### src/design/ntm_ctrl_pkg.sv
package ntm_ctrl_pkg;

  //////////////////////////////
  // Inverter FSM states
  //////////////////////////////

  typedef enum logic [2:0] {
    IDLE     = 3'd0,  // Waiting for a request
    TEST     = 3'd1,  // Decide the next step from the flags
    HALVE_U  = 3'd2,
    HALVE_V  = 3'd3,
    SUBTRACT = 3'd4,
    REDUCE   = 3'd5,  // Final reduction below m
    DONE     = 3'd6   // Response held until taken
  } inv_state_t;

  //////////////////////////////
  // Datapath control
  //////////////////////////////

  // One strobe per datapath operation
  typedef struct packed {
    logic load;
    logic halve_u;
    logic halve_v;
    logic subtract;
    logic reduce;
  } dp_cmd_t;

  // Status of the datapath registers
  typedef struct packed {
    logic u_one;
    logic v_one;
    logic u_zero;
    logic v_zero;
    logic u_even;
    logic v_even;
    logic res_ge_m;  // chosen result not yet below m
    logic mod_bad;   // loaded modulus unusable
    logic a_zero;    // loaded operand is zero
  } dp_flags_t;

endpackage

### src/design/ntm_math_pkg.sv
package ntm_math_pkg;

  //////////////////////////////
  // Widths
  //////////////////////////////

  // Operand and modulus width
  localparam int NTM_DATA_SIZE = 32;

  // Subtraction step count width
  localparam int NTM_STEP_WIDTH = 8;

  //////////////////////////////
  // Status codes
  //////////////////////////////

  typedef enum logic [1:0] {
    STATUS_OK          = 2'd0,  // Result valid
    STATUS_BAD_MODULUS = 2'd1,  // Even modulus or below 3
    STATUS_NO_INVERSE  = 2'd2,  // Zero operand or common factor with m
    STATUS_TIMEOUT     = 2'd3   // Step bound reached
  } inv_status_t;

  //////////////////////////////
  // Request and response
  //////////////////////////////

  // Request word, 64 bits
  typedef struct packed {
    logic [NTM_DATA_SIZE-1:0] modulus;
    logic [NTM_DATA_SIZE-1:0] operand;
  } inv_req_t;

  // Response word, 42 bits
  typedef struct packed {
    logic [NTM_DATA_SIZE-1:0]  result;
    logic [NTM_STEP_WIDTH-1:0] steps;
    inv_status_t               status;
  } inv_rsp_t;

endpackage

### src/design/ntm_inverter_datapath.sv
module ntm_inverter_datapath (
  input  logic                                   CLK,
  input  logic                                   RST,
  input  ntm_math_pkg::inv_req_t                 req,
  input  ntm_ctrl_pkg::dp_cmd_t                  cmd,
  output ntm_ctrl_pkg::dp_flags_t                flags,
  output logic [ntm_math_pkg::NTM_DATA_SIZE-1:0] result
);
  import ntm_math_pkg::*;
  import ntm_ctrl_pkg::*;

  // One guard bit above the data for the x and y sums
  localparam int W = NTM_DATA_SIZE + 1;

  logic [W-1:0]             u_q;
  logic [W-1:0]             v_q;
  logic [W-1:0]             x_q;
  logic [W-1:0]             y_q;
  logic [NTM_DATA_SIZE-1:0] m_q;
  logic [W-1:0]             m_ext;
  logic [W-1:0]             chosen;
  logic                     mod_bad_q;
  logic                     a_zero_q;

  assign m_ext = {1'b0, m_q};

  // x goes with u, y with v
  assign chosen = flags.u_one ? x_q : y_q;

  //////////////////////////////
  // Flags
  //////////////////////////////

  assign flags.u_one    = (u_q == W'(1));
  assign flags.v_one    = (v_q == W'(1));
  assign flags.u_zero   = (u_q == '0);
  assign flags.v_zero   = (v_q == '0);
  assign flags.u_even   = ~u_q[0];
  assign flags.v_even   = ~v_q[0];
  assign flags.res_ge_m = (chosen >= m_ext);
  assign flags.mod_bad  = mod_bad_q;
  assign flags.a_zero   = a_zero_q;

  //////////////////////////////
  // Working registers
  //////////////////////////////

  always_ff @(posedge CLK) begin
    if (cmd.load) begin
      u_q <= {1'b0, req.operand};
      v_q <= {1'b0, req.modulus};
      m_q <= req.modulus;
      x_q <= W'(1);
      y_q <= '0;
    end else if (cmd.halve_u) begin
      u_q <= u_q >> 1;
      // Odd x made even by adding m
      x_q <= x_q[0] ? (x_q + m_ext) >> 1 : x_q >> 1;
    end else if (cmd.halve_v) begin
      v_q <= v_q >> 1;
      y_q <= y_q[0] ? (y_q + m_ext) >> 1 : y_q >> 1;
    end else if (cmd.subtract) begin
      // Equal u and v reduce u
      if (u_q >= v_q) begin
        u_q <= u_q - v_q;
        x_q <= (x_q >= y_q) ? x_q - y_q : x_q - y_q + m_ext;
      end else begin
        v_q <= v_q - u_q;
        y_q <= (y_q >= x_q) ? y_q - x_q : y_q - x_q + m_ext;
      end
    end else if (cmd.reduce && flags.res_ge_m) begin
      if (flags.u_one) begin
        x_q <= x_q - m_ext;
      end else begin
        y_q <= y_q - m_ext;
      end
    end
  end

  //////////////////////////////
  // Request flags and result
  //////////////////////////////

  // Result stays zero unless the reduction completes
  always_ff @(posedge CLK or posedge RST) begin
    if (RST) begin
      mod_bad_q <= 1'b0;
      a_zero_q  <= 1'b0;
      result    <= '0;
    end else if (cmd.load) begin
      mod_bad_q <= ~req.modulus[0] || (req.modulus < NTM_DATA_SIZE'(3));
      a_zero_q  <= (req.operand == '0);
      result    <= '0;
    end else if (cmd.reduce && !flags.res_ge_m) begin
      result <= chosen[NTM_DATA_SIZE-1:0];
    end
  end

  //////////////////////////////
  // Checks
  //////////////////////////////

  // FSM issues one operation per cycle
  a_cmd_onehot: assert property (@(posedge CLK) disable iff (RST)
    $onehot0(cmd));

  // Halving adds m to odd values, exact only for an odd m
  a_mod_odd: assert property (@(posedge CLK) disable iff (RST)
    (cmd.halve_u || cmd.halve_v) |-> m_q[0]);

endmodule

### src/design/ntm_inverter_fsm.sv
module ntm_inverter_fsm (
  input  logic                      CLK,
  input  logic                      RST,
  input  logic                      req_valid,
  output logic                      req_ready,
  output logic                      rsp_valid,
  input  logic                      rsp_ready,
  input  ntm_ctrl_pkg::dp_flags_t   flags,
  output ntm_ctrl_pkg::dp_cmd_t     cmd,
  output logic                      clear,
  output logic                      count,
  input  logic                      limit_hit,
  output ntm_math_pkg::inv_status_t status
);
  import ntm_math_pkg::*;
  import ntm_ctrl_pkg::*;

  inv_state_t  state_q;
  inv_state_t  state_d;
  inv_status_t status_d;

  //////////////////////////////
  // Handshakes
  //////////////////////////////

  // Not ready while reset is held
  assign req_ready = (state_q == IDLE) && !RST;
  assign rsp_valid = (state_q == DONE);

  // Counter restarts on accept, steps on each subtraction
  assign clear = req_ready && req_valid;
  assign count = (state_q == SUBTRACT);

  //////////////////////////////
  // Next state and strobes
  //////////////////////////////

  always_comb begin
    state_d  = state_q;
    status_d = status;
    cmd      = '0;
    case (state_q)
      IDLE: begin
        if (req_valid && req_ready) begin
          cmd.load = 1'b1;
          state_d  = TEST;
        end
      end
      TEST: begin
        // Priority order of the checks matters here
        if (flags.mod_bad) begin
          status_d = STATUS_BAD_MODULUS;
          state_d  = DONE;
        end else if (flags.a_zero) begin
          status_d = STATUS_NO_INVERSE;
          state_d  = DONE;
        end else if (flags.u_one || flags.v_one) begin
          state_d = REDUCE;
        end else if (flags.u_zero || flags.v_zero) begin
          // gcd above one
          status_d = STATUS_NO_INVERSE;
          state_d  = DONE;
        end else if (flags.u_even) begin
          state_d = HALVE_U;
        end else if (flags.v_even) begin
          state_d = HALVE_V;
        end else begin
          state_d = SUBTRACT;
        end
      end
      HALVE_U: begin
        cmd.halve_u = 1'b1;
        state_d     = TEST;
      end
      HALVE_V: begin
        cmd.halve_v = 1'b1;
        state_d     = TEST;
      end
      SUBTRACT: begin
        cmd.subtract = 1'b1;
        // Last allowed step
        if (limit_hit) begin
          status_d = STATUS_TIMEOUT;
          state_d  = DONE;
        end else begin
          state_d = TEST;
        end
      end
      REDUCE: begin
        // Datapath subtracts m or captures the result
        cmd.reduce = 1'b1;
        if (!flags.res_ge_m) begin
          status_d = STATUS_OK;
          state_d  = DONE;
        end
      end
      DONE: begin
        if (rsp_ready) begin
          state_d = IDLE;
        end
      end
      default: begin
        state_d = IDLE;
      end
    endcase
  end

  always_ff @(posedge CLK or posedge RST) begin
    if (RST) begin
      state_q <= IDLE;
      status  <= STATUS_OK;
    end else begin
      state_q <= state_d;
      status  <= status_d;
    end
  end

  //////////////////////////////
  // Checks
  //////////////////////////////

  // Response held under back-pressure
  a_status_hold: assert property (@(posedge CLK) disable iff (RST)
    rsp_valid && !rsp_ready |=> $stable(status));

  // No new request while a response is pending
  a_one_in_flight: assert property (@(posedge CLK) disable iff (RST)
    !(req_ready && rsp_valid));

endmodule

### src/design/ntm_scalar_inverter.sv
module ntm_scalar_inverter #(
  parameter int MAX_STEPS = 64
) (
  input  logic                   CLK,
  input  logic                   RST,
  input  logic                   req_valid,
  output logic                   req_ready,
  input  ntm_math_pkg::inv_req_t req,
  output logic                   rsp_valid,
  input  logic                   rsp_ready,
  output ntm_math_pkg::inv_rsp_t rsp
);
  import ntm_math_pkg::*;
  import ntm_ctrl_pkg::*;

  dp_cmd_t                   cmd;
  dp_flags_t                 flags;
  logic                      clear;
  logic                      count;
  logic                      limit_hit;
  logic [NTM_STEP_WIDTH-1:0] steps;
  logic [NTM_DATA_SIZE-1:0]  result;
  inv_status_t               status;

  //////////////////////////////
  // Control
  //////////////////////////////

  ntm_inverter_fsm u_fsm (
    .CLK       (CLK),
    .RST       (RST),
    .req_valid (req_valid),
    .req_ready (req_ready),
    .rsp_valid (rsp_valid),
    .rsp_ready (rsp_ready),
    .flags     (flags),
    .cmd       (cmd),
    .clear     (clear),
    .count     (count),
    .limit_hit (limit_hit),
    .status    (status)
  );

  // Bound on subtraction steps
  ntm_step_counter #(
    .MAX_STEPS (MAX_STEPS)
  ) u_counter (
    .CLK       (CLK),
    .RST       (RST),
    .clear     (clear),
    .count     (count),
    .steps     (steps),
    .limit_hit (limit_hit)
  );

  //////////////////////////////
  // Arithmetic
  //////////////////////////////

  ntm_inverter_datapath u_datapath (
    .CLK    (CLK),
    .RST    (RST),
    .req    (req),
    .cmd    (cmd),
    .flags  (flags),
    .result (result)
  );

  // Response word
  assign rsp = {result, steps, status};

endmodule

### src/design/ntm_step_counter.sv
module ntm_step_counter #(
  parameter int MAX_STEPS = 64
) (
  input  logic                                    CLK,
  input  logic                                    RST,
  input  logic                                    clear,
  input  logic                                    count,
  output logic [ntm_math_pkg::NTM_STEP_WIDTH-1:0] steps,
  output logic                                    limit_hit
);
  import ntm_math_pkg::*;

  // Count value just before the bound
  localparam logic [NTM_STEP_WIDTH-1:0] STEP_LAST = NTM_STEP_WIDTH'(MAX_STEPS - 1);

  //////////////////////////////
  // Step count
  //////////////////////////////

  always_ff @(posedge CLK or posedge RST) begin
    if (RST) begin
      steps <= '0;
    end else if (clear) begin
      steps <= '0;
    end else if (count) begin
      steps <= steps + 1'b1;
    end
  end

  // This increment lands on MAX_STEPS
  assign limit_hit = count && (steps == STEP_LAST);

  //////////////////////////////
  // Checks
  //////////////////////////////

  // FSM must stop stepping at the bound
  a_steps_bound: assert property (@(posedge CLK) disable iff (RST)
    steps <= MAX_STEPS);

endmodule

### config.mk
export PLATFORM = sky130hd
export DESIGN_NAME = ntm_scalar_inverter
export DESIGN_NICKNAME = d
export VERILOG_FILES = /design/src/design/ntm_ctrl_pkg.sv /design/src/design/ntm_math_pkg.sv /design/src/design/ntm_inverter_datapath.sv /design/src/design/ntm_inverter_fsm.sv /design/src/design/ntm_scalar_inverter.sv /design/src/design/ntm_step_counter.sv
export SDC_FILE = /design/constraint.sdc
export NUM_CORES = 1
export LEC_CHECK = 0
export BUFFER_PORTS_ARGS = -buffer_cell sky130_fd_sc_hd__buf_2
export CAP_MARGIN = 40
export CORE_ASPECT_RATIO = 1.2
export CORE_UTILIZATION = 55
export DETAILED_ROUTE_END_ITERATION = 8
export GPL_ROUTABILITY_DRIVEN = 0
export GPL_TIMING_DRIVEN = 0
export PLACE_DENSITY = 0.82
export SLEW_MARGIN = 0
export SYNTH_ARGS = -nofsm -noshare
export SYNTH_HDL_FRONTEND = slang
export SYNTH_SLANG_ARGS = --single-unit
### constraint.sdc
create_clock -name CLK -period 4.9 [get_ports CLK]
set_input_delay 0.245 -clock CLK [delete_from_list [all_inputs] [get_ports CLK]]
set_output_delay 0.245 -clock CLK [all_outputs]
set_load 0.05 [all_outputs]
==> summary.txt, run 1 <==
Floorplanning
  • Initial cell density of the core: a little under three fifths
  • Ports: between 100 and 150
  • Horizontal extent of the die: about 210 um
  • Row cnt: 91
  • Die Y: between 200 and 300 um

Logic synthesis
  • Sequential cell area fraction in the yosys report: 18.8%
  • Synthesis warning total: 0
  • Synthesized area per cell: 7.50 um^2
  • Distinct cell type count after synthesis: 90
  • Instance count of the mapped netlist: between 3000 and 4000
  • Predominant post-synthesis flop cell: sky130_fd_sc_hd__edfxtp_1
  • Post-Synthesis Net Count: 4278
  • EDFF count, synth: 96
  • Number of synthesized register bits: 211
  • FFs w/ async S/R, synth: 22.3%
  • Post-synthesis cell area: between 20000 and 30000 um^2

Placed design
  • Quantity of I/O buffers inserted on ports: ~110
  • Total placed cells including tap cells: around 4700
  • Half-perimeter wire length after detailed placement: slightly above 90000 um

STA
  • Final worst endpoint reported by repair_timing after global routing: u_datapath.x_q[12]$_SDFFE_PP0P_/D
  • Worst endpoint pin kind: register input

Global routing
  • Largest net degree at the start of global routing: 27
  • Leftover overflow at the end of global routing: 13
  • All-layer global routing usage: between 50 and 60%

Clocking
  • Library cell used as clock root buffer: sky130_fd_sc_hd__clkbuf_16
  • Number of buffers created by CTS: 27
  • CTS sink cnt: between 200 and 250
  • Maximum root-to-sink buffer count: 3
  • CTS H-tree depth: 1

Status
  • Status: did not finish
  • Stage at which the flow ended: global routing (5_1_grt)
  • Halt Reason: [ERROR GRT-0232] Routing congestion too high. Check the congestion heatmap in the GUI.
[per-stage QoR]
stage          worst slack [ns]  area [um^2]  TNS, ns
4_1_cts                  -0.436        33400   -23.09
3_5_place_dp              -3.26        30600  -369.83
2_1_floorplan            -0.117        28900   -0.123
3_3_place_gp              -3.23        30300  -365.87
[layer usage]
layer / overflow / track usage, %
met1: 0 / 58.0
met2: 8 / 78.3
met3: 0 / 37.0
met4: 5 / 57.9
met5: 0 / 14.4
[Yosys cell counts, types with 16 or more instances]
cell type                  instances  area (um^2)
sky130_fd_sc_hd__dfrtp_1          47         1180
sky130_fd_sc_hd__nand3_1          33          165
sky130_fd_sc_hd__or3_1            20          125
sky130_fd_sc_hd__a31oi_1          58          363
sky130_fd_sc_hd__xor2_1           76          666
sky130_fd_sc_hd__o21a_1           37          278
sky130_fd_sc_hd__nor2_1          363         1360
sky130_fd_sc_hd__a21o_1          122          916
sky130_fd_sc_hd__nor2b_1          39          244
sky130_fd_sc_hd__clkbuf_1        166          623
sky130_fd_sc_hd__or2_2            19          119
sky130_fd_sc_hd__a211o_1          16          140
sky130_fd_sc_hd__a211oi_1         74          556
sky130_fd_sc_hd__a22oi_1          35          263
sky130_fd_sc_hd__nand4_1          52          325
sky130_fd_sc_hd__o211ai_1         35          263
sky130_fd_sc_hd__nand2b_1         24          150
sky130_fd_sc_hd__buf_2            27          135
sky130_fd_sc_hd__nor4_1           57          357
sky130_fd_sc_hd__dfxtp_1          68         1360
sky130_fd_sc_hd__a221oi_1         34          298
sky130_fd_sc_hd__xnor2_1         200         1750
sky130_fd_sc_hd__o21bai_1         74          556
sky130_fd_sc_hd__o21ai_0         294         1470
sky130_fd_sc_hd__nor3_1           54          270
sky130_fd_sc_hd__mux2i_1          55          551
sky130_fd_sc_hd__ha_1            359         4490
sky130_fd_sc_hd__o22ai_1          24          150
sky130_fd_sc_hd__and3_1           23          144
sky130_fd_sc_hd__edfxtp_1         96         2880
sky130_fd_sc_hd__a21oi_1         425         2130
sky130_fd_sc_hd__nand2_1         286         1070
sky130_fd_sc_hd__inv_1           280         1050
sky130_fd_sc_hd__o31ai_1          35          263
[kinds of logic after synthesis]
| family | synth area share, % |
|---|---|
| compound gates | 31.5 |
| xor+xnor | 8.39 |
| fa+ha+maj | 16.3 |
| buf+inv | 6.68 |
| flops | 18.8 |
| mux | 2.38 |
| simple gates | 15.9 |
[what timing repair did]
action | in CTS
setup endpoints to repair | 135
resized for setup | 231
gates cloned | 6
hold buffers | 49
pin swaps | 51
setup buffers | 45
endpoints found under the hold margin | 73
==> run 2, diff against run 1 <==
--- a/config.mk
+++ b/config.mk
@@ -7,12 +7,11 @@
 export LEC_CHECK = 0
 export BUFFER_PORTS_ARGS = -buffer_cell sky130_fd_sc_hd__buf_2
 export CAP_MARGIN = 40
-export CORE_ASPECT_RATIO = 1.2
-export CORE_UTILIZATION = 55
+export CORE_UTILIZATION = 40
 export DETAILED_ROUTE_END_ITERATION = 8
 export GPL_ROUTABILITY_DRIVEN = 0
 export GPL_TIMING_DRIVEN = 0
-export PLACE_DENSITY = 0.82
+export PLACE_DENSITY_LB_ADDON = 0.15
 export SLEW_MARGIN = 0
 export SYNTH_ARGS = -nofsm -noshare
 export SYNTH_HDL_FRONTEND = slang
==> constraint.sdc (replaced) <==
create_clock -name CLK -period 6.4 [get_ports CLK]
set_input_delay 0.32 -clock CLK [delete_from_list [all_inputs] [get_ports CLK]]
set_output_delay 0.32 -clock CLK [all_outputs]
set_load 0.05 [all_outputs]
==> run 2 against run 1 <==
Against the previous run: the flow now finishes without violations; synthesized cell count did not move; area after synthesis did not move.
==> summary.txt, run 2 <==
Worst setup path
  • Crit Path Max Fanout: 10
  • Data required time at the worst endpoint: between 6 and 7 ns
  • Cell chain of the critical path: clkbuf_4, inv_4, ha_1, inv_1, fa_1, a21o_1, a21o_1, a211o_1, a21oi_4, o21ba_2, xnor2_2, ha_1, clkbuf_1, o21ai_0, o21ai_0, a221o_1, a41oi_4, o21a_1, a21oi_1, a311oi_2, o21ai_0, xor2_1, a2111oi_2, a221oi_1
  • Stage delay of the slowest cell on the critical path: 0.43 ns
  • Critical-path cell with the highest stage delay: sky130_fd_sc_hd__dfxtp_2
  • Data arrival time at the worst-slack endpoint: approximately 6.7 ns
  • Crit path launch type: flip-flop
  • Startpoint-to-endpoint class of the critical path: reg2reg
  • Cell seen most often among critical-path stages: sky130_fd_sc_hd__o21ai_0
  • Crit path capture type: flip-flop

Floorplanning
  • Core outline area: between 70000 and 80000 um^2
  • Ports: 112 (unchanged)
  • Die area: 73100 um^2
  • Initial cell density of the core: 40.4% (was 55.9%)
  • Horizontal extent of the die: 270 um (was 211 um)
  • Row cnt: 98 (was 91)
  • Die Y: 270 um (was 253 um)

Finish
  • Most common cell after layout, fill and taps aside: sky130_fd_sc_hd__a21oi_1
  • Proportion of layout cells with a drive suffix above 1: 8.62%
  • Fill cells: around 7400
  • Most frequent cells in the layout: 424 x sky130_fd_sc_hd__a21oi_1, 363 x sky130_fd_sc_hd__nor2_1, 359 x sky130_fd_sc_hd__ha_1
  • Area used by multi-input combinational logic: 21700 um^2
  • Final nets: 4497
  • Post-layout util: 45.8%
  • Ant diodes: 0
  • Area occupied by registers: 5420 um^2
  • Area added between synthesis and finish: 13.4%

STA
  • Final worst path period share: 97.9%
  • Hold slack final: approximately 0.023 ns
  • Rel. slew slack: ~37%
  • Slack of the critical path: between 0.1 and 0.15 ns
  • RSZ-0062 raised after global routing: false
  • Worst Max-Slew Pin Slew: around 0.95 ns
  • Shortest period the worst path allows: around 6.3 ns
  • Count of pins over their slew limit: 0
  • Post-route clock skew: around 0.015 ns
  • Final hold violation count: 0
  • Highest clock frequency the design can meet: approximately 0.16 GHz
  • Setup Viol. Count Final: 0
  • Total negative slack for setup checks: 0 ns

Clocking
  • Maximum root-to-sink buffer count: 3 (unchanged)
  • Clock slew at the register clock pins of the worst setup and hold paths: roughly 0.060 ns
  • CTS sink cnt: 211 (unchanged)
  • Library cell used as clock root buffer: sky130_fd_sc_hd__clkbuf_16 (unchanged)
  • CTS H-tree depth: 1 (unchanged)
  • Number of buffers created by CTS: 30 (was 27)
  • CTS tree: yes
  • Latest clock arrival within the worst-skew pair: 0.63 ns

Status
  • Status: finished, final reports clean (was did not finish)

Routing
  • Drt pass-1 iters: 6
  • Per-cell via count in the routed design: 6.11
  • Detailed-route DRC error count: 0
  • Number of antenna-violating nets in the routed design: 0
  • Initial detailed-routing violation count: ~2900
  • Average wire per cell in the routed design: 25.2 um
  • Count of vias placed by the detailed router: between 30000 and 40000
  • WL final: 127000 um

Global routing
  • Via count of the first global-routing pass: around 30000
  • Wire length of the first global-routing pass: around 180000 um
  • All-layer global routing usage: approximately 33%
  • Largest net degree at the start of global routing: 33
  • Leftover overflow at the end of global routing: 0
  • Initial antenna violation count: 2

Logic synthesis
  • Share of the synthesized area in the top cell type: 15.6% (unchanged)
  • Number of synthesized register bits: 211 (unchanged)
  • Most common library cells after synthesis: 425 x sky130_fd_sc_hd__a21oi_1, 363 x sky130_fd_sc_hd__nor2_1, 359 x sky130_fd_sc_hd__ha_1, 294 x sky130_fd_sc_hd__o21ai_0, 286 x sky130_fd_sc_hd__nand2_1 (unchanged)
  • FFs w/ async S/R, synth: 22.3% (unchanged)
  • Predominant post-synthesis flop cell: sky130_fd_sc_hd__edfxtp_1 (unchanged)
  • Leading cell type by number of instances after synthesis: sky130_fd_sc_hd__a21oi_1 (unchanged)
  • Synthesized area per cell: 7.50 um^2 (unchanged)
  • Sequential cell area fraction in the yosys report: 18.8% (unchanged)
  • Cell taking the most area after synthesis: sky130_fd_sc_hd__ha_1 (unchanged)
  • Post-Synthesis Net Count: 4278 (unchanged)
  • Post-synthesis cell area: 28800 um^2 (unchanged)
  • Instance count of the mapped netlist: 3841 (unchanged)
  • Distinct cell type count after synthesis: 90 (unchanged)
  • Synthesis warning total: 0 (unchanged)
  • Top area cells in the synthesized netlist: sky130_fd_sc_hd__ha_1 16%, sky130_fd_sc_hd__edfxtp_1 10%, sky130_fd_sc_hd__a21oi_1 7.4%, sky130_fd_sc_hd__xnor2_1 6.1%, sky130_fd_sc_hd__o21ai_0 5.1% (unchanged)
  • EDFF count, synth: 96 (unchanged)

Placed design
  • Quantity of I/O buffers inserted on ports: 111 (unchanged)
  • DP Worst Slack: -1.83 ns (was -3.26 ns)
  • Half-perimeter wire length after detailed placement: 104000 um (was 92600 um)

Run
  • Max_cap viols: 0

Min path
  • Class of the most critical hold timing path: in2reg
[run 2: cell counts after synthesis]
No cell type changed its count.
[run 2: through the flow]
| step | area, um^2 | std cells |
|---|---|---|
| 2_1_floorplan | 28800 | 3841 |
| 5_1_grt | 32700 | 5034 |
| 4_1_cts | 32600 | 5032 |
| 3_5_place_dp | 31000 | 4938 |
| 3_3_place_gp | 30600 | 4902 |
| 6_report | 32700 | 5034 |
[run 2: cells by family after synthesis]
logic type                 after synthesis  share of synthesized area [%]
DFF                                    211                           18.8
AOI/OAI and AO/OA                     1416                           31.5
and+or+nand+nor                       1004                           15.9
buffers and inverters                  498                           6.68
xor gates and xnor gates               276                           8.39
muxes                                   67                           2.38
adders and majority gates              369                           16.3
[run 2: final cells by class]
cell class | instances | area share [%]
clock inverters | 20 | 0.547
multi-input cells | 3132 | 66.5
plain buffers | 211 | 2.65
repair buffers | 188 | 4.33
inverters | 286 | 3.30
well taps | 950 | 3.64
clock buffers | 36 | 2.49
flip-flops and latches | 211 | 16.6
[run 2: final timing paths]
kind                                                    from                                end  slack, ns  cells past startpoint
min reg2reg                u_datapath.result[13]$_DFFE_PP0P_  u_datapath.result[13]$_DFFE_PP0P_       0.51                      2
max reg2reg                   u_datapath.y_q[0]$_SDFFE_PP0P_    u_datapath.y_q[31]$_SDFFE_PP0P_       0.13                     24
max                           u_datapath.y_q[0]$_SDFFE_PP0P_    u_datapath.y_q[31]$_SDFFE_PP0P_       0.13                     24
min                                                rsp_ready       u_fsm.state_q[1]$_DFFE_PP0P_       0.02                      3
max in group asynchronous                                RST   u_datapath.result[0]$_DFFE_PP0P_       5.44                      5
min in group asynchronous                                RST  u_datapath.result[28]$_DFFE_PP0P_       0.29                      3
[run 2: worst max-delay path: cells and delay by family, from the launching register on]
kind                       cells  cell delay [ns]
AOI/OAI and AO/OA             15             3.71
adders and majority gates      3             0.90
buffers and inverters          4             0.69
DFF                            1             0.43
xor gates and xnor gates       2             0.37
[run 2: repair_timing]
item	CTS	global route
pin swaps	3	4
gates resized for setup	55	24
setup endpoints to repair	133	111
hold buffers	32	0
endpoints found under the hold margin	43	0
cloned	0	0
buffers inserted	6	3
[run 2: layer usage]
layer,routed length (um),share of wire [%],track usage (%),vias up
li1,-,-,-,14400
met2,56500,45,54.0,1459
met3,9650,7.6,4.02,356
met4,9540,7.5,22.0,4
met1,51100,40,41.7,14500
met5,39,0.031,0,-
Power of run 2 is not shown: default switching activity piles up to over one toggle a cycle in this logic, so the estimate is an artifact.
